==> src/rtl/mac_pkg.sv <==
////////////////////
// Shared constants for the MAC buffer subsystem.
// Byte counts are count_w bits wide, so they top out at 2047.
// Slot state code 2'b11 is never used.
////////////////////

package mac_pkg;

	localparam int count_w = 11; // Width of every byte count.

	// RX slot states.
	localparam logic [1:0] slot_off   = 2'b00; // Slot disabled.
	localparam logic [1:0] slot_armed = 2'b01; // Slot may take a frame.
	localparam logic [1:0] slot_full  = 2'b10; // Frame stored, irq raised.

	// Register indices, csr_a[2:0].
	localparam logic [2:0] reg_phy_rst  = 3'd0;
	localparam logic [2:0] reg_mii      = 3'd1; // {clk, oe, di, do}.
	localparam logic [2:0] reg_slot0    = 3'd2;
	localparam logic [2:0] reg_count0   = 3'd3; // Read only.
	localparam logic [2:0] reg_slot1    = 3'd4;
	localparam logic [2:0] reg_count1   = 3'd5; // Read only.
	localparam logic [2:0] reg_tx_count = 3'd6;

	// Upper bits of the host memory address.
	localparam logic [1:0] region_rx0 = 2'd0;
	localparam logic [1:0] region_rx1 = 2'd1;
	localparam logic [1:0] region_tx  = 2'd2;

endpackage

==> src/rtl/mac_tx.sv <==
////////////////////
// Transmit engine. First tx_valid comes 2 cycles after tx_start.
// tx_count must not exceed the buffer size, the address wraps.
// The TX region should not be written while a transmission runs.
////////////////////

`timescale 1ns/10ps

module mac_tx import mac_pkg::*; #(
	parameter int buf_aw = 9
) (
	input  logic               sys_clk,
	input  logic               sys_rst,

	input  logic               tx_start,
	input  logic [count_w-1:0] tx_count,
	output logic               tx_done,

	output logic [buf_aw-1:0]  txm_a,
	input  logic [7:0]         txm_d,

	output logic               tx_valid,
	output logic [7:0]         tx_data,
	output logic               tx_last,
	input  logic               tx_ready
);

	logic [count_w-1:0] left;   // Bytes not yet loaded into tx_data.
	logic [buf_aw-1:0]  rd_idx; // Address that txm_d currently holds.
	logic               fire;
	logic               load;

	assign fire  = tx_valid & tx_ready;
	assign load  = (left != '0) & (~tx_valid | tx_ready); // Output empties.
	assign txm_a = load ? rd_idx + 1'b1 : rd_idx;          // Fetch one ahead.

	always_ff @(posedge sys_clk) begin
		if (sys_rst) begin
			left     <= '0;
			rd_idx   <= '0;
			tx_valid <= 1'b0;
			tx_last  <= 1'b0;
			tx_done  <= 1'b0;
		end else begin
			tx_done <= fire & tx_last;
			if (tx_start)  left <= tx_count;
			else if (load) left <= left - 1'b1;
			if (load) begin
				rd_idx   <= rd_idx + 1'b1;
				tx_valid <= 1'b1;
				tx_last  <= (left == count_w'(1));
			end else if (fire) begin
				tx_valid <= 1'b0;
				tx_last  <= 1'b0;
				if (tx_last) rd_idx <= '0; // Idle address is 0 for the next start.
			end
		end
	end

	always_ff @(posedge sys_clk) begin
		if (load) tx_data <= txm_d;
	end

	a_hold: assert property (@(posedge sys_clk) disable iff (sys_rst)
		tx_valid && !tx_ready |=> tx_valid && $stable(tx_data) && $stable(tx_last));

endmodule

==> config.mk <==
export PLATFORM = sky130hd
export DESIGN_NAME = mac_tx
export DESIGN_NICKNAME = d
export VERILOG_FILES = /design/src/rtl/mac_pkg.sv /design/src/rtl/mac_tx.sv
export SDC_FILE = /design/constraint.sdc
export NUM_CORES = 1
export LEC_CHECK = 0
export ABC_CLOCK_PERIOD_IN_PS = 2700
export BUFFER_PORTS_ARGS = -buffer_cell sky130_fd_sc_hd__buf_2
export CELL_PAD_IN_SITES_DETAIL_PLACEMENT = 0
export CELL_PAD_IN_SITES_GLOBAL_PLACEMENT = 1
export CORE_MARGIN = 1.5
export CORE_UTILIZATION = 40
export CTS_BUF_LIST = sky130_fd_sc_hd__clkbuf_2 sky130_fd_sc_hd__clkbuf_4 sky130_fd_sc_hd__clkbuf_8
export CTS_CLUSTER_SIZE = 40
export DETAILED_ROUTE_END_ITERATION = 10
export PLACE_DENSITY_LB_ADDON = 0.1
export SETUP_SLACK_MARGIN = 0.5
export SLEW_MARGIN = 10
export SYNTH_ARGS = -nofsm -noshare
export SYNTH_HDL_FRONTEND = slang
export SYNTH_SLANG_ARGS = --single-unit
==> constraint.sdc <==
create_clock -name sys_clk -period 2.7 [get_ports sys_clk]
set_input_delay 0.54 -clock sys_clk [delete_from_list [all_inputs] [get_ports sys_clk]]
set_output_delay 0.54 -clock sys_clk [all_outputs]
set_load 0.05 [all_outputs]
== Yosys cells after proc, flatten, opt, wreduce, memory -nomap -nowiden ==
Cells that the tools add are included.

* Reduce and logical (&&, ||, !) cells: 5
* Eq/ne operators: 1
* Bitwise gates (word level): 5
* $add $sub $neg: 2
* Mux-type cells: 9

{| class="wikitable"
|+ Operator list
! cell !! number
|-
| two-way mux 9 bit || 4
|-
| two-way mux 11 bit || 2
|-
| == test 11 x 1 -> 1 bit (second input constant) || 1
|-
| nonzero test 11 bit || 1
|-
| subtractor 11 x 1 -> 11 bit (second input constant) || 1
|-
| adder 9 x 1 -> 9 bit (second input constant) || 1
|-
| nonzero test 2 bit || 3
|-
| AND 1 bit || 3
|-
| two-way mux 1 bit || 3
|-
| AND reduction 2 bit || 1
|-
| inverter 1 bit || 1
|-
| bitwise OR 1 bit || 1
|}

* Input port bits: 23
* Logic and storage cells: 28
* Register bits after elaboration: 31
* Output and inout port bits: 20

== Logic depth before layout (Yosys ltp) ==
Gate-level depths: netlist of run 1.

* Depth in word-level cells: 5
* Depth in mapped cells: 7
* Mapped depth without buffers: 7

== Worst setup path after synthesis of run 1 ==
OpenSTA, ideal clock, no wires.

* Path type: flip-flop to output port
* From: register tx_valid
* To: output port txm_a[0]
* Path slack: 0.008 ns
* Path buffers: 0
* Data required time: 2.160 ns
* Stages on the path, launching flop included: 6
* Arrival: 2.152 ns
* Path through: dfxtp_1 nor2b_1 a41o_1 clkinv_1 ha_1 inv_1

* Cells in the longest elaborated chain, start to end: 4

{| class="wikitable"
|+ RTL lines
! what !! line !! text
|-
| start: declaration || mac_tx.sv:22 || <nowiki>output logic tx_valid,</nowiki>
|-
| start signal: assignment || mac_tx.sv:41 || <nowiki>tx_valid <= 1'b0;</nowiki>
|-
| start signal: assignment || mac_tx.sv:50 || <nowiki>tx_valid <= 1'b1;</nowiki>
|-
| start signal: assignment || mac_tx.sv:53 || <nowiki>tx_valid <= 1'b0;</nowiki>
|-
| inverter 1 bit || mac_tx.sv:34 || <nowiki>assign load = (left != '0) & (~tx_valid | tx_ready);</nowiki>
|-
| bitwise OR 1 bit || mac_tx.sv:34 ||
|-
| AND 1 bit || mac_tx.sv:34 ||
|-
| net load || mac_tx.sv:31 || <nowiki>logic load;</nowiki>
|-
| two-way mux 9 bit || mac_tx.sv:35 || <nowiki>assign txm_a = load ? rd_idx + 1'b1 : rd_idx;</nowiki>
|-
| end: declaration || mac_tx.sv:19 || <nowiki>output logic [buf_aw-1:0] txm_a,</nowiki>
|}

The timed path passes the listed nets, and every way through them passes these cells.

== Worst setup path in the final report of run 1 ==
* From: register left[0]
* To: output port txm_a[6]

* Cells in the longest elaborated chain, start to end: 3

{| class="wikitable"
|+ RTL lines
! what !! line !! text
|-
| start: declaration || mac_tx.sv:28 || <nowiki>logic [count_w-1:0] left;</nowiki>
|-
| start signal: assignment || mac_tx.sv:46 || <nowiki>if (tx_start) left <= tx_count;</nowiki>
|-
| start signal: assignment || mac_tx.sv:47 || <nowiki>else if (load) left <= left - 1'b1;</nowiki>
|-
| nonzero test 11 bit || mac_tx.sv:34 ||
|-
| AND 1 bit || mac_tx.sv:34 ||
|-
| two-way mux 9 bit || mac_tx.sv:35 ||
|}

Every way passes these cells.

==> flow_summary.yaml, run 1 <==
timing:
  setup_viol: 0
  slew_headroom_pct: 68.31
  period_needed_ps: 2417
  fin_setup_tns_ps: 0
  rsz0062_at_grt: "yes"
  slew_violations: 0
  finalHoldViolCount: 0
  worstMarginPinSlew_ps: 472.5
  period_share_pct: 89.53
  timing.fmax_ghz: 0.4137
  skew_ps: 4.401
synthesis:
  synth_area_um2: 1633
  synth-edff-count: 8
  synth_largest_area_cell: "dfxtp_1"
  postSynthCellCount: 178
  ys.flop_type: "dfxtp_1"
  syn_avg_cell_area_um2: 9.173
  synth.net_count: 205
  yosysTopAreaCellShare_pct: 28.20
  synthTopCellsByArea: "dfxtp_1 28%, edfxtp_1 15%, nand2_1 4.8%, a311oi_1 3.2%, xor2_1 3.2%"
  yosysSeqAreaShare_pct: 42.91
  ys.warnings.count: 0
  ys_ff_latch: 31
  synth_async_sr_flop_share_pct: 0
  synth_cell_types: 46
layout:
  layout_commonest_cell: "buf_2"
  fin_nets: 264
  multi_input_comb_area_um2: 1106
  final_core_util_pct: 62.00
  final_cell_mix: "34 x buf_2, 17 x nand2_1, 16 x buf_4, 12 x dfxtp_2, 10 x nor2_1"
  layout-drive-gt1-share_pct: 46.22
  area_delta_synth_final_pct: 50.80
  regArea_um2: 723.2
  nFillCells: 353
  diodes: 0
  final_cells: 288
routing:
  drc: 0
  via_per_inst: 5.403
  route.vias.total: 1556
  routedWlPerCell_um: 14.45
  wl_mm: 4.162
  firstDrtPassIters: 4
  ant_nets: 0
  drt_iter0_drc: 54
power:
  p_sw_mw: 0.4367
  power_density_nw_per_um2: 561.8
  pwr-share-comb_pct: 28.5
  totalPowerFinal_mw: 1.383
  ir_drop_v: 0.0002394
  swShare_pct: 31.57
  intPower_mw: 0.9465
  p_seq_share_pct: 39.6
  leakagePower_nw: 1.023
  clock_power_share_pct: 31.9
flow_run:
  maxCapViolations: 0
setup_path:
  max_stage_delay_ps: 340
  crit_buf_inv: 3
  arrival_ps: 1880
  path_delay_family: "buffers and inverters"
  slowest_stage: "dfxtp_2"
  start_kind: "flip-flop"
  path_cells: "inv_2, ha_4, a41o_4, buf_8, nor3_4, xor2_4, buf_6"
  critPathRequiredTime_ps: 2160
  critPathKind: "flip-flop to output pin"
  path_max_fanout: 5
  worstSetupEndpointType: "output pin"
die:
  dieArea_um2: 4474
  die_w_um: 66.89
  fp.coreArea_um2: 3971
  ios: 43
  fp-row-count: 23
  start_util_pct: 41.12
  fp.dieH_um: 66.89
run_status:
  status: "complete, no violations"
global_routing:
  track_usage_pct: 20.08
  gr-total-overflow: 0
  grt_max_degree: 23
  antenna_found_initial: 0
  grt_pass1_wl_mm: 6.810
  grt_pass1_vias: 1470
place:
  post-dp-hpwl_mm: 2.846
  gp_congestion: 0.7825
  dp_cells: 267
  numPortBuffers: 42
clock_tree:
  cts_tree: "built"
  clock_path_buffers: 2
  clk_latency_ps: 280
  htree_levels: 2
  cts_root_buffer: "clkbuf_8"
  numCtsBuffers: 5
  clock-sinks: 31
  clk_pin_slew_worst_paths_ps: 70
hold_path:
  hp-class: "primary input to flip-flop"
## through the flow
stage	setup slack [ps]	hold WS (ps)	instance area, µm²
after detailed placement	231.7	512.0	2088
final	282.7	431.6	2462
after global placement	265.5	502.8	2088
after global routing	220.2	413.9	2462
after CTS	262.3	420.4	2400
after floorplan	359.7	485.2	1814
## worst reg2reg max path, delay by kind of cell (launching register included)
kind	cells	cell delay, ps
flops	1	360
simple gates	2	360
compound gates	2	620
buf+inv	4	540
## final timing paths
| path | from | cells past startpoint | endpoint | slack, ps |
|---|---|---|---|---|
| worst min-delay path | txm_d[0] | 1 | tx_data[0]$_DFFE_PP_ | 430 |
| worst max register to register | left[6]$_SDFFE_PP0P_ | 8 | rd_idx[4]$_SDFFE_PP0P_ | 710 |
| worst min register to register | rd_idx[0]$_SDFFE_PP0P_ | 2 | rd_idx[0]$_SDFFE_PP0P_ | 510 |
| worst max-delay path | left[0]$_SDFFE_PP0P_ | 7 | txm_a[6] | 280 |
## sequential cells by signal (all words and copies together), names as in the netlist
register	cells
left	11
rd_idx	9
tx_data	8
tx_done	1
tx_last	1
tx_valid	1
## cells by family (layout without fill, tap and decap cells)
| logic type | after synthesis | count (layout) | synth area share, % |
|---|---|---|---|
| flip-flops | 31 | 31 | 42.91 |
| AND/OR/NAND/NOR | 73 | 73 | 24.29 |
| XOR/XNOR | 11 | 11 | 5.900 |
| multiplexers | 1 | 1 | 0.6131 |
| buffers and inverters | 18 | 78 | 4.521 |
| AO/OA/AOI/OAI | 40 | 40 | 18.70 |
| adder cells (fa/ha/maj) | 4 | 4 | 3.065 |
## area by class of cell
type,count,area share (%)
timing repair buffer,60,16.82
multi-input combinational,129,44.92
sequential,31,29.37
tap,50,2.541
clock buffer,5,2.795
inverter,10,1.982
clock inverter,3,1.575
## synthesized netlist by cell type (all sizes together), types with 3 or more instances
cell type  number
nor3            7
xnor2           5
nor2           12
nor4            3
edfxtp          8
ha              4
clkbuf          4
a311oi          6
buf             4
o21ai           4
xor2            6
nand2b          3
a22o            4
nand2          21
nand3           8
or4             5
a21oi           7
o31ai           3
dfxtp          23
inv             8
or3             5
a211oi          3
## power groups by stage
stage	logic, mW	clock network [mW]	registers [mW]
floorplan	0.193	0	0.594
global placement	0.312	0	0.554
detailed placement	0.315	0	0.555
CTS	0.378	0.457	0.545
global route	0.425	0.479	0.554
finish	0.394	0.441	0.548
## timing repair
action / CTS / global route
hold buffers: 0 / 0
endpoints found under the setup margin: 9 / 9
resized for setup: 43 / 12
pin swaps: 7 / 9
setup buffers: 9 / 3
cloned: 1 / 0
## routing by layer
| layer | part of all wire (%) | GRT usage, % |
|---|---|---|
| met5 | 0 | 0 |
| met4 | 1.3 | 5.867 |
| met3 | 3.1 | 5.236 |
| met2 | 54 | 34.88 |
| met1 | 41 | 24.22 |
Power figures use the tool's default switching activity.
==> run 2: changes to the inputs <==
- GPL_TIMING_DRIVEN: not set -> 0
==> run 2 against run 1 <==
Compared with the run above: clock skew grew 1.1 ps; non-clock buffer count unchanged; count of clock-buffer cells in the layout is the same; utilization decreased by 0.063 points; critical endpoint unchanged; largest cell class unchanged.
==> flow_summary.yaml, run 2 (synthesis results as in run 1) <==
run_status:
  status: "complete, no violations"
setup_path:
  critPathRequiredTime_ps: 2160
  slowest_stage: "dfxtp_2"
  timing.rr.end: "left[3]$_SDFFE_PP0P_"
  path_delay_family: "buffers and inverters"
  reg2reg_depth: 6
  path_cells: "inv_1, ha_4, a41o_4, buf_12, nor3_4, xor2_4, buf_6"
  max_stage_delay_ps: 330
  start_kind: "flip-flop"
  crit_buf_inv: 3
  arrival_ps: 1860
  critPathKind: "flip-flop to output pin"
  reg2reg_slack_ps: 770
  path_max_fanout: 8
  worstReg2RegStart: "left[2]$_SDFFE_PP0P_"
  worstSetupEndpointType: "output pin"
routing:
  ant_nets: 0
  route.vias.total: 1580
  wl_mm: 4.211
  firstDrtPassIters: 4
  via_per_inst: 5.486
  routedWlPerCell_um: 14.62
  drt_iter0_drc: 60
  drc: 0
clock_tree:
  clock-sinks: 31
  cts_root_buffer: "clkbuf_8"
  htree_levels: 2
  numCtsBuffers: 5
  clk_pin_slew_worst_paths_ps: 70
  clock_path_buffers: 2
  cts_tree: "built"
  clk_latency_ps: 280
hold_path:
  hold_end: "tx_data[3]$_DFFE_PP_"
  hold_start: "txm_d[3]"
  hp-class: "primary input to flip-flop"
  whs_path_depth: 1
timing:
  setup_slack_ps: 301.7
  slew_headroom_pct: 67.45
  slew_violations: 0
  setup_viol: 0
  timing.fmax_ghz: 0.4170
  worstMarginPinSlew_ps: 488.3
  finalHoldViolCount: 0
  fin_hold_ws_ps: 425.7
  period_share_pct: 88.83
  period_needed_ps: 2398
  rsz0062_at_grt: "yes"
  skew_ps: 5.484
place:
  detailedPlace.worstSlack_ps: 0.7219
  post-dp-hpwl_mm: 2.867
  dp_cells: 269
  numPortBuffers: 41
  gp_congestion: 0.8501
  placed_area_um2: 2082
global_routing:
  grt_pass1_wl_mm: 6.824
  grt_pass1_vias: 1492
  track_usage_pct: 20.36
  grt_max_degree: 11
  antenna_found_initial: 0
  gr-total-overflow: 0
die:
  die_w_um: 66.89
  ios: 43
  fp-row-count: 23
  fp.coreArea_um2: 3971
  fp.dieH_um: 66.89
  dieArea_um2: 4474
  start_util_pct: 41.12
layout:
  largest_register_ffs: 11
  area_delta_synth_final_pct: 50.65
  design_area_um2: 2460
  layout_commonest_cell: "buf_2"
  layout-drive-gt1-share_pct: 42.44
  final_cell_mix: "34 x buf_2, 18 x nand2_1, 15 x dfxtp_1, 13 x buf_4, 10 x nor2_1"
  regMostFlops: "left"
  reg_top3: "left: 11 flops, rd_idx: 9 flops, tx_data: 8 flops"
  fin_nets: 264
  diodes: 0
  final_cells: 288
power:
  power_density_nw_per_um2: 567.4
  leakagePower_nw: 1.016
  ir_drop_v: 0.0003552
flow_run:
  maxCapViolations: 0
[run 2: changes by cell type in the layout (fill, tap and decap cells not counted), sizes merged]
cell / delta
clkbuf: +4
buf: -4
[run 2: power by group]
group	leakage, nW	switching [mW]	internal (mW)
combinational	0.688	0.234	0.160
clock	0.0556	0.184	0.270
sequential	0.273	0.0340	0.514
total	1.02	0.451	0.944
[run 2: worst max-delay path by stage]
stage | from | end | cells after the start
global route | rd_idx[4]$_SDFFE_PP0P_ | txm_a[8] | 5
floorplan | left[5]$_SDFFE_PP0P_ | txm_a[4] | 5
global placement | left[6]$_SDFFE_PP0P_ | txm_a[2] | 6
CTS | left[0]$_SDFFE_PP0P_ | txm_a[6] | 7
detailed placement | left[6]$_SDFFE_PP0P_ | txm_a[2] | 6
finish | left[0]$_SDFFE_PP0P_ | txm_a[6] | 7
[run 2: metal layers]
metal	wire length, µm	vias to the layer above	track usage [%]
li1	-	775	-
met1	1742	758	23.90
met2	2236	39	35.75
met3	156	8	4.561
met4	75	0	7.908
met5	0	-	0
[run 2: worst register-to-register path, stage by stage, from the launching register on]
cell,delay (ps)
dfxtp_1,490
nor4_4,70
buf_4,180
and4_1,190
buf_2,170
or4_1,480
a311oi_1,270
[run 2: metrics by stage]
stage / utilization [%] / total power, mW / TNS [ps]
after CTS: 60.90 / 1.386 / 0
after detailed placement: 52.43 / 0.8641 / 0
after global placement: 52.43 / 0.8587 / -37.29
after global routing: 61.94 / 1.456 / 0
final: 61.94 / 1.396 / 0
after floorplan: - / 0.7869 / 0
[run 2: area by class of cell]
| cell class | instances | area, µm² |
|---|---|---|
| Clock inverter | 3 | 38.79 |
| Clock buffer | 5 | 68.82 |
| Timing Repair Buffer | 52 | 340.3 |
| Tap cell | 50 | 62.56 |
| Sequential cell | 31 | 715.7 |
| Buffer | 8 | 50.05 |
| Multi-Input combinational cell | 129 | 1135 |
| Inverter | 10 | 48.80 |
| Fill cell | 341 | 1511 |
[run 2: timing repair]
item,4_1_cts,5_1_grt
endpoints found under the hold margin,0,0
pin swaps,7,1
hold buffers,0,0
buffers inserted,10,1
resized for setup,42,9
setup endpoints to repair,9,9
