==> config.mk <==
export PLATFORM = sky130hd
export DESIGN_NAME = mac_rx
export DESIGN_NICKNAME = d
export VERILOG_FILES = /design/src/rtl/mac_pkg.sv /design/src/rtl/mac_rx.sv
export SDC_FILE = /design/constraint.sdc
export NUM_CORES = 1
export LEC_CHECK = 0
export BUFFER_PORTS_ARGS = -buffer_cell sky130_fd_sc_hd__buf_2
export CELL_PAD_IN_SITES_DETAIL_PLACEMENT = 0
export CELL_PAD_IN_SITES_GLOBAL_PLACEMENT = 1
export CORE_MARGIN = 10
export CORE_UTILIZATION = 28
export CTS_CLUSTER_DIAMETER = 60
export DETAILED_ROUTE_END_ITERATION = 8
export HOLD_SLACK_MARGIN = 0.05
export PLACE_DENSITY_LB_ADDON = 0.25
export SYNTH_ARGS = -nofsm -noshare
export SYNTH_HDL_FRONTEND = slang
export SYNTH_SLANG_ARGS = --single-unit
==> constraint.sdc <==
create_clock -name sys_clk -period 3.9 [get_ports sys_clk]
set_clock_uncertainty 0.15 [all_clocks]
set_input_delay 0.585 -clock sys_clk [delete_from_list [all_inputs] [get_ports sys_clk]]
set_output_delay 0.585 -clock sys_clk [all_outputs]
set_load 0.01 [all_outputs]
==> src/rtl/mac_pkg.sv <==
////////////////////
// Shared constants for the MAC buffer subsystem.
// Byte counts are count_w bits wide, so they top out at 2047.
// Slot state code 2'b11 is never used.
////////////////////

package mac_pkg;

	localparam int count_w = 11; // Width of every byte count.

	// RX slot states.
	localparam logic [1:0] slot_off   = 2'b00; // Slot disabled.
	localparam logic [1:0] slot_armed = 2'b01; // Slot may take a frame.
	localparam logic [1:0] slot_full  = 2'b10; // Frame stored, irq raised.

	// Register indices, csr_a[2:0].
	localparam logic [2:0] reg_phy_rst  = 3'd0;
	localparam logic [2:0] reg_mii      = 3'd1; // {clk, oe, di, do}.
	localparam logic [2:0] reg_slot0    = 3'd2;
	localparam logic [2:0] reg_count0   = 3'd3; // Read only.
	localparam logic [2:0] reg_slot1    = 3'd4;
	localparam logic [2:0] reg_count1   = 3'd5; // Read only.
	localparam logic [2:0] reg_tx_count = 3'd6;

	// Upper bits of the host memory address.
	localparam logic [1:0] region_rx0 = 2'd0;
	localparam logic [1:0] region_rx1 = 2'd1;
	localparam logic [1:0] region_tx  = 2'd2;

endpackage

==> src/rtl/mac_rx.sv <==
////////////////////
// Receive engine. The stream cannot stall, a byte is taken per rx_valid.
// Frames starting with no armed slot are dropped silently.
// Counts saturate at 2**buf_aw, or at 2047 when buf_aw is 11.
////////////////////

`timescale 1ns/10ps

module mac_rx import mac_pkg::*; #(
	parameter int buf_aw = 9
) (
	input  logic               sys_clk,
	input  logic               sys_rst,

	input  logic               rx_valid,
	input  logic [7:0]         rx_data,
	input  logic               rx_last,

	input  logic [1:0]         rx_ready,
	output logic [1:0]         rx_done,
	output logic [count_w-1:0] rx_count_0,
	output logic [count_w-1:0] rx_count_1,

	output logic               rxm_we,
	output logic               rxm_slot,
	output logic [buf_aw-1:0]  rxm_a,
	output logic [7:0]         rxm_d
);

	localparam logic [count_w-1:0] cnt_max =
		(buf_aw >= count_w) ? {count_w{1'b1}} : count_w'(1 << buf_aw);

	logic [1:0]         armed;    // Slot may take the next frame.
	logic               in_frame; // Past the first byte.
	logic               dropping; // Current frame has no slot.
	logic               cur_slot;
	logic [count_w-1:0] wr_cnt;   // Bytes seen so far, saturated.
	logic               sel_slot;
	logic               accept;
	logic [count_w-1:0] byte_cnt;
	logic               room;
	logic [count_w-1:0] next_cnt;

	assign sel_slot = in_frame ? cur_slot : ~armed[0]; // Slot 0 first.
	assign accept   = in_frame ? ~dropping : |armed;
	assign byte_cnt = in_frame ? wr_cnt : '0;
	assign room     = (byte_cnt < cnt_max);
	assign next_cnt = room ? byte_cnt + 1'b1 : byte_cnt;

	assign rxm_we   = rx_valid & accept & room; // Overflow bytes skip the RAM.
	assign rxm_slot = sel_slot;
	assign rxm_a    = byte_cnt[buf_aw-1:0];
	assign rxm_d    = rx_data;

	always_ff @(posedge sys_clk) begin
		if (sys_rst) begin
			armed      <= 2'b00;
			in_frame   <= 1'b0;
			dropping   <= 1'b0;
			cur_slot   <= 1'b0;
			wr_cnt     <= '0;
			rx_done    <= 2'b00;
			rx_count_0 <= '0;
			rx_count_1 <= '0;
		end else begin
			rx_done <= 2'b00;
			armed   <= armed | rx_ready;
			if (rx_valid) begin
				if (rx_last) begin
					in_frame <= 1'b0;
					dropping <= 1'b0;
					wr_cnt   <= '0;
					if (accept) begin
						rx_done         <= sel_slot ? 2'b10 : 2'b01;
						armed[sel_slot] <= 1'b0; // Host must rearm.
						if (sel_slot) rx_count_1 <= next_cnt;
						else          rx_count_0 <= next_cnt;
					end
				end else begin
					in_frame <= 1'b1;
					dropping <= ~accept; // Latched at the first byte.
					cur_slot <= sel_slot;
					wr_cnt   <= next_cnt;
				end
			end
		end
	end

	a_done_onehot: assert property (@(posedge sys_clk) disable iff (sys_rst)
		!(&rx_done));

endmodule

Word-level counts from Yosys, hierarchy flattened
Index checks and enable logic that the tools add are counted.
{ "classes": {"bitwise": 11, "n_addsub": 1, "order_cmp": 3, "muxes": 13, "n_reduce_logical": 6} }
{ "ops": {"columns": ["cell", "n"], "rows": [
  ["$mux W11", 3],
  ["$add A11 B1 Y11 const B", 1],
  ["$lt A11 B10 Y1 const B", 1],
  ["$mux W2", 4],
  ["$reduce_and A4 Y1", 2],
  ["$not A1 Y1", 6],
  ["$mux W1", 5],
  ["$reduce_or A4 Y1", 1],
  ["$and A1 B1 Y1", 2],
  ["$and A2 B2 Y2", 1],
  ["$lt A1 B2 Y1 const B", 1],
  ["$not A2 Y2", 1],
  ["$or A2 B2 Y2", 1],
  ["$reduce_and A2 Y1", 1],
  ["$reduce_or A2 Y1", 1],
  ["$demux W1 S1", 1],
  ["$ge A1 B1 Y1 const B", 1],
  ["$logic_and A1 B1 Y1", 1]
]} }
{ "word_totals": {"output_inout_bits": 43, "register_bits": 40, "elab_cells": 42, "in_bits": 14} }

Depth between registers and ports, before layout
Gate-level depths: netlist of the first run.
{ "depth": {"ltp_word": 11, "depth_mapped": 8, "depth_no_buf": 6} }

Worst setup path after synthesis of the first run
OpenSTA, ideal clock, no wires.
{ "synth_path": {"path_kind": "input to output", "startpoint": "input port rx_valid", "endpoint": "output port rxm_we", "required_ns": 3.165, "path_slack_ns": 1.831, "t_arrival_ns": 1.334, "n_path_buf": 2, "cell_stages": 3, "cell_sequence": "clkbuf_2 -> clkbuf_1 -> nor3b_1"} }
{ "synth_between": {"elab_chain_len": 2} }
{ "synth_lines": {"columns": ["element", "line_no", "rtl"], "rows": [
  ["start, declared", "mac_rx.sv:15", "input logic rx_valid,"],
  ["$and A1 B1 Y1 (2 in series)", "mac_rx.sv:50", "assign rxm_we = rx_valid & accept & room;"],
  ["end, declared", "mac_rx.sv:24", "output logic rxm_we,"]
]} }
No other way between the ends.

Worst setup path after layout of the first run
{ "layout_path": {"startpoint": "register in_frame", "endpoint": "register rx_count_1[3]"} }
{ "layout_between": {"elab_chain_len": 3, "elab_cells_between_ends": 7, "cone_classes": "1 x add/sub; 1 x order compare; 4 x mux; 1 x reduce/logical"} }
{ "layout_lines": {"columns": ["element", "line_no", "rtl"], "rows": [
  ["start, declared", "mac_rx.sv:34", "logic in_frame;"],
  ["start signal, assigned", "mac_rx.sv:58", "in_frame <= 1'b0;"],
  ["start signal, assigned", "mac_rx.sv:70", "in_frame <= 1'b0;"],
  ["start signal, assigned", "mac_rx.sv:80", "in_frame <= 1'b1;"],
  ["$mux W11", "mac_rx.sv:46", "assign byte_cnt = in_frame ? wr_cnt : '0;"],
  ["$add A11 B1 Y11 / $lt A11 B10 Y1 (equally long branches)", "mac_rx.sv:48, mac_rx.sv:47", null],
  ["$mux W11", "mac_rx.sv:48", "assign next_cnt = room ? byte_cnt + 1'b1 : byte_cnt;"],
  ["end signal, assigned", "mac_rx.sv:76", "if (sel_slot) rx_count_1 <= next_cnt;"],
  ["end, declared", "mac_rx.sv:22", "output logic [count_w-1:0] rx_count_1,"]
]} }
Several ways; a longest one is shown, not always the timed one.
A chain may end at the register's enable or synchronous reset.

==> results.env, run 1 <==
POWER.INTERNAL_W=0.0006210
TIMING.SLEW.HEADROOM_PCT=34.90
PATH_CLASS='register to register'
FINALSETUPVIOLCOUNT=0
TIGHTEST_SLEW_NS=0.9765
SLOWEST_DELAY_NS=0.79
SYNTH_ASYNC_SR_FLOP_SHARE_PCT=0
CORE_AREA_UM2=6026
FINAL_WEIGHTED_CONGESTION_IN_ROUTABILITY_DRIVEN_PLACEMENT=0.7782
CP-START-KIND='register'
SYNTH_NETS=200
VDD_DROP_MAX_mV=0.1761
CTS-RESIZED-GATES=0
GRT_MAX_DEGREE=23
SEQUENTIAL_CELL_AREA_UM2=800.8
FILLER_CELL_COUNT=652
CTS.CLK_SLEW.WORST_PATHS_NS=0.08
POWER.DENSITY_CELL_AREA_nW_PER_UM2=393.0
FP.DIEW_UM=99.29
YOSYSMOSTFREQUENTCELL='sky130_fd_sc_hd__dfxtp_1'
POSTPLACECELLAREA_UM2=1957
ROWS=28
CP_DATA_REQUIRED_TIME_NS=3.99
AVG_WL_PER_CELL_UM=16.80
DIE_Y_UM=99.29
DESIGN.FINAL.NETS=231
TOTAL_SWITCHING_POWER_W=0.0001903
YS.FLOP_TYPE='sky130_fd_sc_hd__dfxtp_1'
ANTENNA_FOUND_INITIAL=0
CTS-BUFFERS-INSERTED=5
POWER.SHARE.COMBINATIONAL_PCT=6.2
SYN_AVG_CELL_AREA_UM2=9.516
AREA.GROWTH.SYNTH_TO_FINAL_PCT=17.27
SYNTHDOMINANTAREACELLTYPE='sky130_fd_sc_hd__dfxtp_1'
AREA_OCCUPIED_BY_MULTI_INPUT_GATES_UM2=805.8
DESIGN_POWER_TOTAL_W=0.0008113
CLOCK_LATENCY_NS=0.30
PIN_COUNT=57
WORST_MIN_DELAY_PATH_CATEGORY='register to register'
RUN_STATUS='finished, final reports clean'
DETAIL_ROUTE.VIAS_PER_CELL=4.750
CRITICAL_PATH.TOP_DELAY_FAMILY='compound AO/OA/AOI/OAI gates'
SEQ_AREA_FRAC_SYNTH_PCT=45.49
SYNTH_ENABLE_FLOP_CELLS=0
P_LEAK_nW=0.9172
POST_SYNTH_INST_COUNT=185
FIRST_GLOBAL_VIAS=1438
CP.BUFFERS_INVERTERS=1
SYNTH.TOP_CELL.AREA_SHARE_PCT=45.49
CLOCK_TREE.BUFFER_DEPTH=2
POSTLAYOUTCELLAREA_UM2=2064
SWSHARE_PCT=23.45
OVERFLOW=0
CLOCK_POWER_SHARE_PCT=41.7
HOLD_BUFFER_COUNT_AT_CTS=0
CRITICAL_PATH.MAX_FANOUT=22
CTS_TREE='done'
CRIT_SLOWEST_CELL='sky130_fd_sc_hd__dfxtp_1'
GLOBALROUTETOTALUTIL_PCT=9.957
FP.DIEAREA_UM2=9859
CTS_POST_SETUP_BUFFERS_INSERTED=0
COUNT_OF_STATE_ELEMENTS_AFTER_SYNTHESIS=40
FMAX_GHz=0.4051
SYNTHTOPCELLSBYAREA='sky130_fd_sc_hd__dfxtp_1 45%, sky130_fd_sc_hd__a22o_1 7.0%, sky130_fd_sc_hd__nand2_1 3.6%'
GLOBAL_ROUTE_WIRE_LENGTH_BEFORE_REPAIR_UM=7866
DRC_ERRORS=0
DISTINCT_CELL_TYPE_COUNT_OF_THE_SYNTHESIZED_NETLIST=42
DPL.HPWL_UM=3612
FINAL.SETUP.TNS_NS=0
YOSYS-TOP-CELLS-COUNT='40 x sky130_fd_sc_hd__dfxtp_1, 17 x sky130_fd_sc_hd__nand2_1, 14 x sky130_fd_sc_hd__a22o_1'
ANTENNA-DIODE-COUNT=0
SYNTH.CELL_AREA_UM2=1760
CTS_SINKS=40
SYNTH.YOSYS.WARNINGS=0
WORSTSETUPENDPOINTTYPE='register'
PERIOD_MINUS_WS_FINAL_NS=2.469
MAX_CAP_VIOLATIONS=0
DRT_ITER0_MARKERS=105
INITIAL_STANDARD_CELL_UTILIZATION_OF_THE_CORE_PCT=29.22
FIRSTDRTPASSITERS=4
RSZ0062_AT_GRT='no'
FINAL_MIN_PERIOD_OVER_CLOCK_PERIOD_PCT=63.30
PORT_BUFFERS=40
VIAS=1387
FRACTION_OF_LAYOUT_CELLS_WITH_A_SIZE_SUFFIX_ABOVE_1_PCT=25.35
POWER.SHARE.SEQUENTIAL_PCT=52.1
REPORT.FINAL.HOLD_VIOL_COUNT=0
H_TREE_LVL_COUNT=2
SLEW_VIOLATIONS=0
FINALWIRELENGTH_UM=4905
FINAL_ANTENNA_NET_COUNT=0
CRIT_PATH_CELL_TRACE='or2b_1 > nand2_1 > inv_1 > a21oi_1 > a22o_1'
CLOCK-ROOT-BUFFER='sky130_fd_sc_hd__clkbuf_8'
CRIT_ARRIVAL_NS=2.56
final cells by class:
type / count / share of cell area, %
Timing Repair Buffer: 41 / 10.06
Multi-Input combinational cell: 115 / 39.03
Tap cell: 75 / 4.545
Clock inverter: 2 / 1.697
Inverter: 13 / 2.364
Sequential cell: 40 / 38.79
Clock buffer: 6 / 3.515
kinds of logic (layout without fill, tap and decap cells):
group	after synthesis	in the layout	synth area share, %
and+or+nand+nor	56	56	18.55
DFF	40	40	45.49
adders and majority gates	1	1	0.7106
AOI/OAI and AO/OA	48	48	21.32
muxes	3	3	1.706
xor gates and xnor gates	7	7	3.483
buffers and inverters	30	62	8.741
worst register-to-register path: stages, from the launching register on:
cell and delay [ns]:
sky130_fd_sc_hd__dfxtp_1 0.79, sky130_fd_sc_hd__or2b_1 0.30, sky130_fd_sc_hd__nand2_1 0.08, sky130_fd_sc_hd__inv_1 0.07, sky130_fd_sc_hd__a21oi_1 0.76, sky130_fd_sc_hd__a22o_1 0.27
power by group through the flow:
stage	combinational, W	sequential, W	clock [W]
CTS	0.0000515	0.000423	0.000347
floorplan	0.0000452	0.000429	0
finish	0.0000506	0.000423	0.000338
global route	0.0000568	0.000424	0.000366
detailed placement	0.0000512	0.000432	0
global placement	0.0000511	0.000432	0
path summary, 6_finish.rpt:
kind | startpoint | endpoint | slack (ns) | depth (start not counted)
max | in_frame$_SDFFE_PP0P_ | rx_count_1[3]$_SDFFE_PP0P_ | 1.43 | 5
min | rx_count_0[2]$_SDFFE_PP0P_ | rx_count_0[2]$_SDFFE_PP0P_ | 0.31 | 1
max reg2reg | in_frame$_SDFFE_PP0P_ | rx_count_1[3]$_SDFFE_PP0P_ | 1.43 | 5
min reg2reg | rx_count_0[2]$_SDFFE_PP0P_ | rx_count_0[2]$_SDFFE_PP0P_ | 0.31 | 1
sequential cells by signal, summed over array words and instances (netlist names):
name        count
dropping        1
rx_count_0     11
cur_slot        1
rx_count_1     11
rx_done         2
armed           2
in_frame        1
wr_cnt         11
metrics by stage:
step	cells	hold slack (ns)	utilization, %	setup slack [ns]
after global placement	284	0.2925	32.48	1.420
after floorplan	185	0.2913	-	1.831
after global routing	292	0.3304	34.26	1.215
after CTS	292	0.3184	34.26	1.384
final	292	0.3111	34.26	1.431
after detailed placement	284	0.2929	32.48	1.403
metal layers:
metal | share of wire (%) | global-route usage, % | up-vias | routed length, um
met5 | 0 | 0 | - | 0
met4 | 1.4 | 3.638 | 0 | 67
met3 | 8.8 | 4.637 | 6 | 432
met2 | 41 | 14.08 | 44 | 1990
met1 | 49 | 12.83 | 623 | 2415
li1 | - | - | 714 | -
layout by cell type (no fill, tap or decap), types with 4 or more instances in the layout:
cell type                   instances
sky130_fd_sc_hd__nand3_1            4
sky130_fd_sc_hd__inv_1             11
sky130_fd_sc_hd__nor2_1            10
sky130_fd_sc_hd__dfxtp_1           40
sky130_fd_sc_hd__nor3_1             4
sky130_fd_sc_hd__nand2b_1           4
sky130_fd_sc_hd__o2bb2ai_1          6
sky130_fd_sc_hd__o21ai_0            4
sky130_fd_sc_hd__a22o_1            14
sky130_fd_sc_hd__nor3b_1            5
sky130_fd_sc_hd__a21oi_1            5
sky130_fd_sc_hd__clkbuf_8           5
sky130_fd_sc_hd__buf_2             40
sky130_fd_sc_hd__nand2_1           17
sky130_fd_sc_hd__xnor2_1            7
Note: power is estimated with default switching activity, not from simulation.
==> run 2, diff against run 1 <==
==> constraint.sdc (replaced) <==
create_clock -name sys_clk -period 2.4 [get_ports sys_clk]
set_clock_uncertainty 0.15 [all_clocks]
set_input_delay 0.36 -clock sys_clk [delete_from_list [all_inputs] [get_ports sys_clk]]
set_output_delay 0.36 -clock sys_clk [all_outputs]
set_load 0.01 [all_outputs]
==> results.env, run 2 (synthesis results as in run 1) <==
PRE_CTS_SLACK_NS=0.2534
REG2REG_SLACK_NS=0.22
LARGESTREGISTERS='rx_count_0 (11), rx_count_1 (11), wr_cnt (11)'
CTS_TREE='done'
MAX_CAP_VIOLATIONS=0
DRT_ITER0_MARKERS=54
CLOCK_LATENCY_NS=0.29
CRITICAL_PATH.MAX_FANOUT=12
PATH_CLASS='register to register'
POST-ROUTE-WORST-SETUP-SLACK_NS=0.2159
PORT_BUFFERS=40
RSZ0062_AT_GRT='no'
CORE_AREA_UM2=6026
DESIGN.FINAL.NETS=236
OVERFLOW=0
HOLD_BUFFER_COUNT_AT_CTS=0
DETAIL_ROUTE.VIAS_PER_CELL=4.727
POSTLAYOUTCELLAREA_UM2=2102
FMAX_GHz=0.4579
GRT_MAX_DEGREE=18
CP_DATA_REQUIRED_TIME_NS=2.49
SLEW_VIOLATIONS=0
P_LEAK_nW=0.9419
FIRST_GLOBAL_VIAS=1474
PERIOD_MINUS_WS_FINAL_NS=2.184
CLOCK_TREE.BUFFER_DEPTH=2
WORST_MIN_DELAY_PATH_CATEGORY='primary input to register'
PIN_COUNT=57
H_TREE_LVL_COUNT=2
FINAL_UTIL_PCT=34.88
FP.DIEAREA_UM2=9859
DIE_Y_UM=99.29
POSTPLACECELLAREA_UM2=1994
CTS.CLK_SLEW.WORST_PATHS_NS=0.08
FINAL_ANTENNA_NET_COUNT=0
INITIAL_STANDARD_CELL_UTILIZATION_OF_THE_CORE_PCT=29.22
AREA.GROWTH.SYNTH_TO_FINAL_PCT=19.40
DRC_ERRORS=0
ANTENNA_FOUND_INITIAL=0
FINALSETUPVIOLCOUNT=0
TIMING.SLEW.HEADROOM_PCT=27.79
VDD_DROP_MAX_mV=0.3238
MOST-COMMON-LAYOUT-CELLS='40 x sky130_fd_sc_hd__dfxtp_1, 40 x sky130_fd_sc_hd__buf_2, 17 x sky130_fd_sc_hd__nand2_1, 14 x sky130_fd_sc_hd__a22o_1, 11 x sky130_fd_sc_hd__inv_1'
CTS-BUFFERS-INSERTED=5
CTS_SINKS=40
GLOBALROUTETOTALUTIL_PCT=9.997
FINAL_WEIGHTED_CONGESTION_IN_ROUTABILITY_DRIVEN_PLACEMENT=0.7972
REPORT.FINAL.HOLD_VIOL_COUNT=0
WORSTSETUPENDPOINTTYPE='register'
ANTENNA-DIODE-COUNT=0
FINALWIRELENGTH_UM=4851
FIRSTDRTPASSITERS=4
AVG_WL_PER_CELL_UM=16.33
ROWS=28
CTS-RESIZED-GATES=0
FINAL_MIN_PERIOD_OVER_CLOCK_PERIOD_PCT=91.00
POWER.DENSITY_CELL_AREA_nW_PER_UM2=628.5
VIAS=1404
DPL.HPWL_UM=3616
FINAL.SETUP.TNS_NS=0
CRIT_ARRIVAL_NS=2.27
TIGHTEST_SLEW_NS=1.083
GLOBAL_ROUTE_WIRE_LENGTH_BEFORE_REPAIR_UM=7900
CTS_POST_SETUP_BUFFERS_INSERTED=0
CLOCK-ROOT-BUFFER='sky130_fd_sc_hd__clkbuf_8'
FRACTION_OF_LAYOUT_CELLS_WITH_A_SIZE_SUFFIX_ABOVE_1_PCT=27.03
CP-START-KIND='register'
RUN_STATUS='finished, final reports clean'
FP.DIEW_UM=99.29
==> run 2: critical path, stage by stage, from the launching register on <==
cell and delay [ns]:
sky130_fd_sc_hd__dfxtp_1 0.35, sky130_fd_sc_hd__nor3_1 0.34, sky130_fd_sc_hd__a211oi_1 0.13, sky130_fd_sc_hd__a21oi_1 0.88, sky130_fd_sc_hd__a22o_1 0.28
==> run 2: path summary, 6_finish.rpt <==
| check | startpoint | to | depth (start not counted) |
|---|---|---|---|
| max | in_frame$_SDFFE_PP0P_ | rx_count_1[4]$_SDFFE_PP0P_ | 4 |
| min reg2reg | rx_count_0[2]$_SDFFE_PP0P_ | rx_count_0[2]$_SDFFE_PP0P_ | 1 |
| min | rx_ready[1] | armed[1]$_SDFF_PP0_ | 2 |
| max reg2reg | in_frame$_SDFFE_PP0P_ | rx_count_1[4]$_SDFFE_PP0P_ | 4 |
==> run 2: report_power, final <==
group | leakage, nW | total, W | internal, W | switching (W)
Clock | 0.0552 | 0.000545 | 0.000309 | 0.000236
Combinational | 0.563 | 0.0000952 | 0.0000327 | 0.0000625
Sequential | 0.324 | 0.000681 | 0.000673 | 0.00000770
Total | 0.942 | 0.00132 | 0.00101 | 0.000306
==> run 2: final cells by class <==
class,instances,area (um2)
Clock buffer,6,72.57
Clock inverter,2,35.03
Fill cell,659,3924
Inverter,13,48.80
Multi-Input combinational cell,115,805.8
Sequential cell,40,800.8
Tap cell,75,93.84
Timing Repair Buffer,46,245.2
==> run 2: through the flow <==
step                      hold WS [ns]  total power [W]  instances
after global routing            0.1151         0.001382        297
after CTS                       0.1053         0.001338        297
after global placement          0.2981        0.0007939        289
after detailed placement        0.2951        0.0007934        289
after floorplan                 0.2913        0.0007700        185
final                           0.1144         0.001321        297
==> run 2: metal layers <==
metal  share of wire, %  track usage [%]  vias up
met5                  0                0        -
met3                9.3            4.706        5
met1                 50            13.02      628
met2                 40            14.23       45
met4               0.95            2.977        0
li1                   -                -      726
==> run 3, diff against run 2 <==
--- a/config.mk
+++ b/config.mk
@@ -9,7 +9,7 @@
 export CELL_PAD_IN_SITES_DETAIL_PLACEMENT = 0
 export CELL_PAD_IN_SITES_GLOBAL_PLACEMENT = 1
 export CORE_MARGIN = 10
-export CORE_UTILIZATION = 28
+export CORE_UTILIZATION = 33
 export CTS_CLUSTER_DIAMETER = 60
 export DETAILED_ROUTE_END_ITERATION = 8
 export HOLD_SLACK_MARGIN = 0.05
==> constraint.sdc (replaced) <==
create_clock -name sys_clk -period 1.9 [get_ports sys_clk]
set_clock_uncertainty 0.15 [all_clocks]
set_input_delay 0.285 -clock sys_clk [delete_from_list [all_inputs] [get_ports sys_clk]]
set_output_delay 0.285 -clock sys_clk [all_outputs]
set_load 0.01 [all_outputs]
==> results.env, run 3 (synthesis results as in run 1) <==
WORSTSETUPENDPOINTTYPE='output pin'
VIAS=1484
FIRSTDRTPASSITERS=4
RUN_STATUS='finished, final reports clean'
FMAX_GHz=0.5598
RSZ0062_AT_GRT='no'
CLOCK_LATENCY_NS=0.29
DESIGN.FINAL.NETS=249
DPL.HPWL_UM=3761
P_LEAK_nW=1.007
INITIAL_STANDARD_CELL_UTILIZATION_OF_THE_CORE_PCT=34.25
TIGHTEST_SLEW_NS=0.4451
DRT_ITER0_MARKERS=80
GRT_MAX_DEGREE=16
DRC_ERRORS=0
FINALWIRELENGTH_UM=4775
H_TREE_LVL_COUNT=2
TIMING.SLEW.HEADROOM_PCT=70.07
CTS_POST_SETUP_BUFFERS_INSERTED=0
FIRST_GLOBAL_VIAS=1580
PIN_COUNT=57
SLEW_VIOLATIONS=0
LARGESTREGISTERS='rx_count_0 (11), rx_count_1 (11), wr_cnt (11)'
REPORT.FINAL.HOLD_VIOL_COUNT=0
GLOBAL_ROUTE_WIRE_LENGTH_BEFORE_REPAIR_UM=8121
FINALSETUPVIOLCOUNT=0
FRACTION_OF_LAYOUT_CELLS_WITH_A_SIZE_SUFFIX_ABOVE_1_PCT=32.34
CP_DATA_REQUIRED_TIME_NS=1.46
GLOBALROUTETOTALUTIL_PCT=11.63
FP.DIEW_UM=93.04
FINAL_WEIGHTED_CONGESTION_IN_ROUTABILITY_DRIVEN_PLACEMENT=0.8210
ANTENNA-DIODE-COUNT=0
CORE_AREA_UM2=5140
CRIT_ARRIVAL_NS=1.35
CLOCK-ROOT-BUFFER='sky130_fd_sc_hd__clkbuf_8'
ANTENNA_FOUND_INITIAL=0
PRE_CTS_SLACK_NS=0.03958
CRITICAL_PATH.MAX_FANOUT=9
PATH_CLASS='register to output pin'
SEQUENTIAL_CELL_AREA_UM2=804.5
CLOCK_TREE.BUFFER_DEPTH=2
FINAL.SETUP.TNS_NS=0
VDD_DROP_MAX_mV=0.4471
AREA.GROWTH.SYNTH_TO_FINAL_PCT=25.59
PERIOD_MINUS_WS_FINAL_NS=1.786
POST-ROUTE-WORST-SETUP-SLACK_NS=0.1136
POWER.DENSITY_CELL_AREA_nW_PER_UM2=757.5
MAX_CAP_VIOLATIONS=0
DIE_Y_UM=93.04
CTS_SINKS=40
WORST_MIN_DELAY_PATH_CATEGORY='primary input to register'
FINAL_ANTENNA_NET_COUNT=0
AREA_OCCUPIED_BY_MULTI_INPUT_GATES_UM2=813.3
OVERFLOW=0
LAYOUT.CELLS.MOST_COMMON='sky130_fd_sc_hd__buf_2'
FP.DIEAREA_UM2=8656
POSTLAYOUTCELLAREA_UM2=2211
CP-START-KIND='register'
CTS.CLK_SLEW.WORST_PATHS_NS=0.08
POSTPLACECELLAREA_UM2=2081
FINAL_HOLD_SLACK_NS=0.05941
PORT_BUFFERS=40
DETAIL_ROUTE.VIAS_PER_CELL=4.866
FILLER_CELL_COUNT=554
AVG_WL_PER_CELL_UM=15.66
FINAL_MIN_PERIOD_OVER_CLOCK_PERIOD_PCT=94.02
CTS_TREE='done'
CTS-BUFFERS-INSERTED=5
ROWS=26
MOST-COMMON-LAYOUT-CELLS='40 x sky130_fd_sc_hd__buf_2, 39 x sky130_fd_sc_hd__dfxtp_1, 18 x sky130_fd_sc_hd__buf_4, 17 x sky130_fd_sc_hd__nand2_1, 14 x sky130_fd_sc_hd__a22o_1'
run 3: critical path: stages, from the launching register on:
cell,delay [ns]
sky130_fd_sc_hd__dfxtp_4,0.38
sky130_fd_sc_hd__buf_4,0.16
sky130_fd_sc_hd__buf_4,0.16
sky130_fd_sc_hd__nand2_1,0.13
sky130_fd_sc_hd__inv_1,0.10
sky130_fd_sc_hd__buf_2,0.13
run 3: path summary, 6_finish.rpt:
path                                                    to  slack (ns)                  startpoint  cells after the start
worst min register to register  rx_count_1[1]$_SDFFE_PP0P_        0.32  rx_count_1[1]$_SDFFE_PP0P_                      1
worst min-delay path                   armed[0]$_SDFF_PP0_        0.06                 rx_ready[0]                      2
worst max-delay path                              rxm_a[7]        0.11       in_frame$_SDFFE_PP0P_                      5
worst max register to register  rx_count_0[8]$_SDFFE_PP0P_        0.15       in_frame$_SDFFE_PP0P_                      5
run 3: final cells by class:
| class | instances | area share, % |
|---|---|---|
| clock buffer | 5 | 3.113 |
| clock inverter | 3 | 1.924 |
| inverter | 13 | 2.207 |
| multi-input combinational | 115 | 36.79 |
| sequential | 40 | 36.39 |
| tap | 70 | 3.962 |
| timing repair buffer | 59 | 15.62 |
run 3: timing repair:
action                                  CTS  global route
hold endpoints to repair                  1             0
resized for setup                         1             2
endpoints found under the setup margin    1             2
hold buffers                              1             0
run 3: power by group:
part           total [W]  leakage [nW]  switching, W  internal [W]
combinational   0.000135         0.628     0.0000799     0.0000547
clock           0.000680        0.0541      0.000291      0.000389
sequential      0.000860         0.324    0.00000974      0.000851
run 3: per-stage QoR:
step	power (W)	cells	utilization [%]
finish	0.001675	305	43.01
CTS	0.001700	305	42.87
global placement	0.001014	296	40.48
detailed placement	0.001014	296	40.48
floorplan	0.0009728	185	-
global route	0.001755	305	43.01
run 3: per-layer routing:
metal | wire length, um | track usage [%] | part of all wire [%] | vias to the layer above
met5 | 0 | 0 | 0 | -
met4 | 64 | 3.213 | 1.3 | 0
met3 | 282 | 3.917 | 5.9 | 8
met2 | 2209 | 19.33 | 46 | 42
met1 | 2219 | 13.97 | 46 | 672
li1 | - | - | - | 762
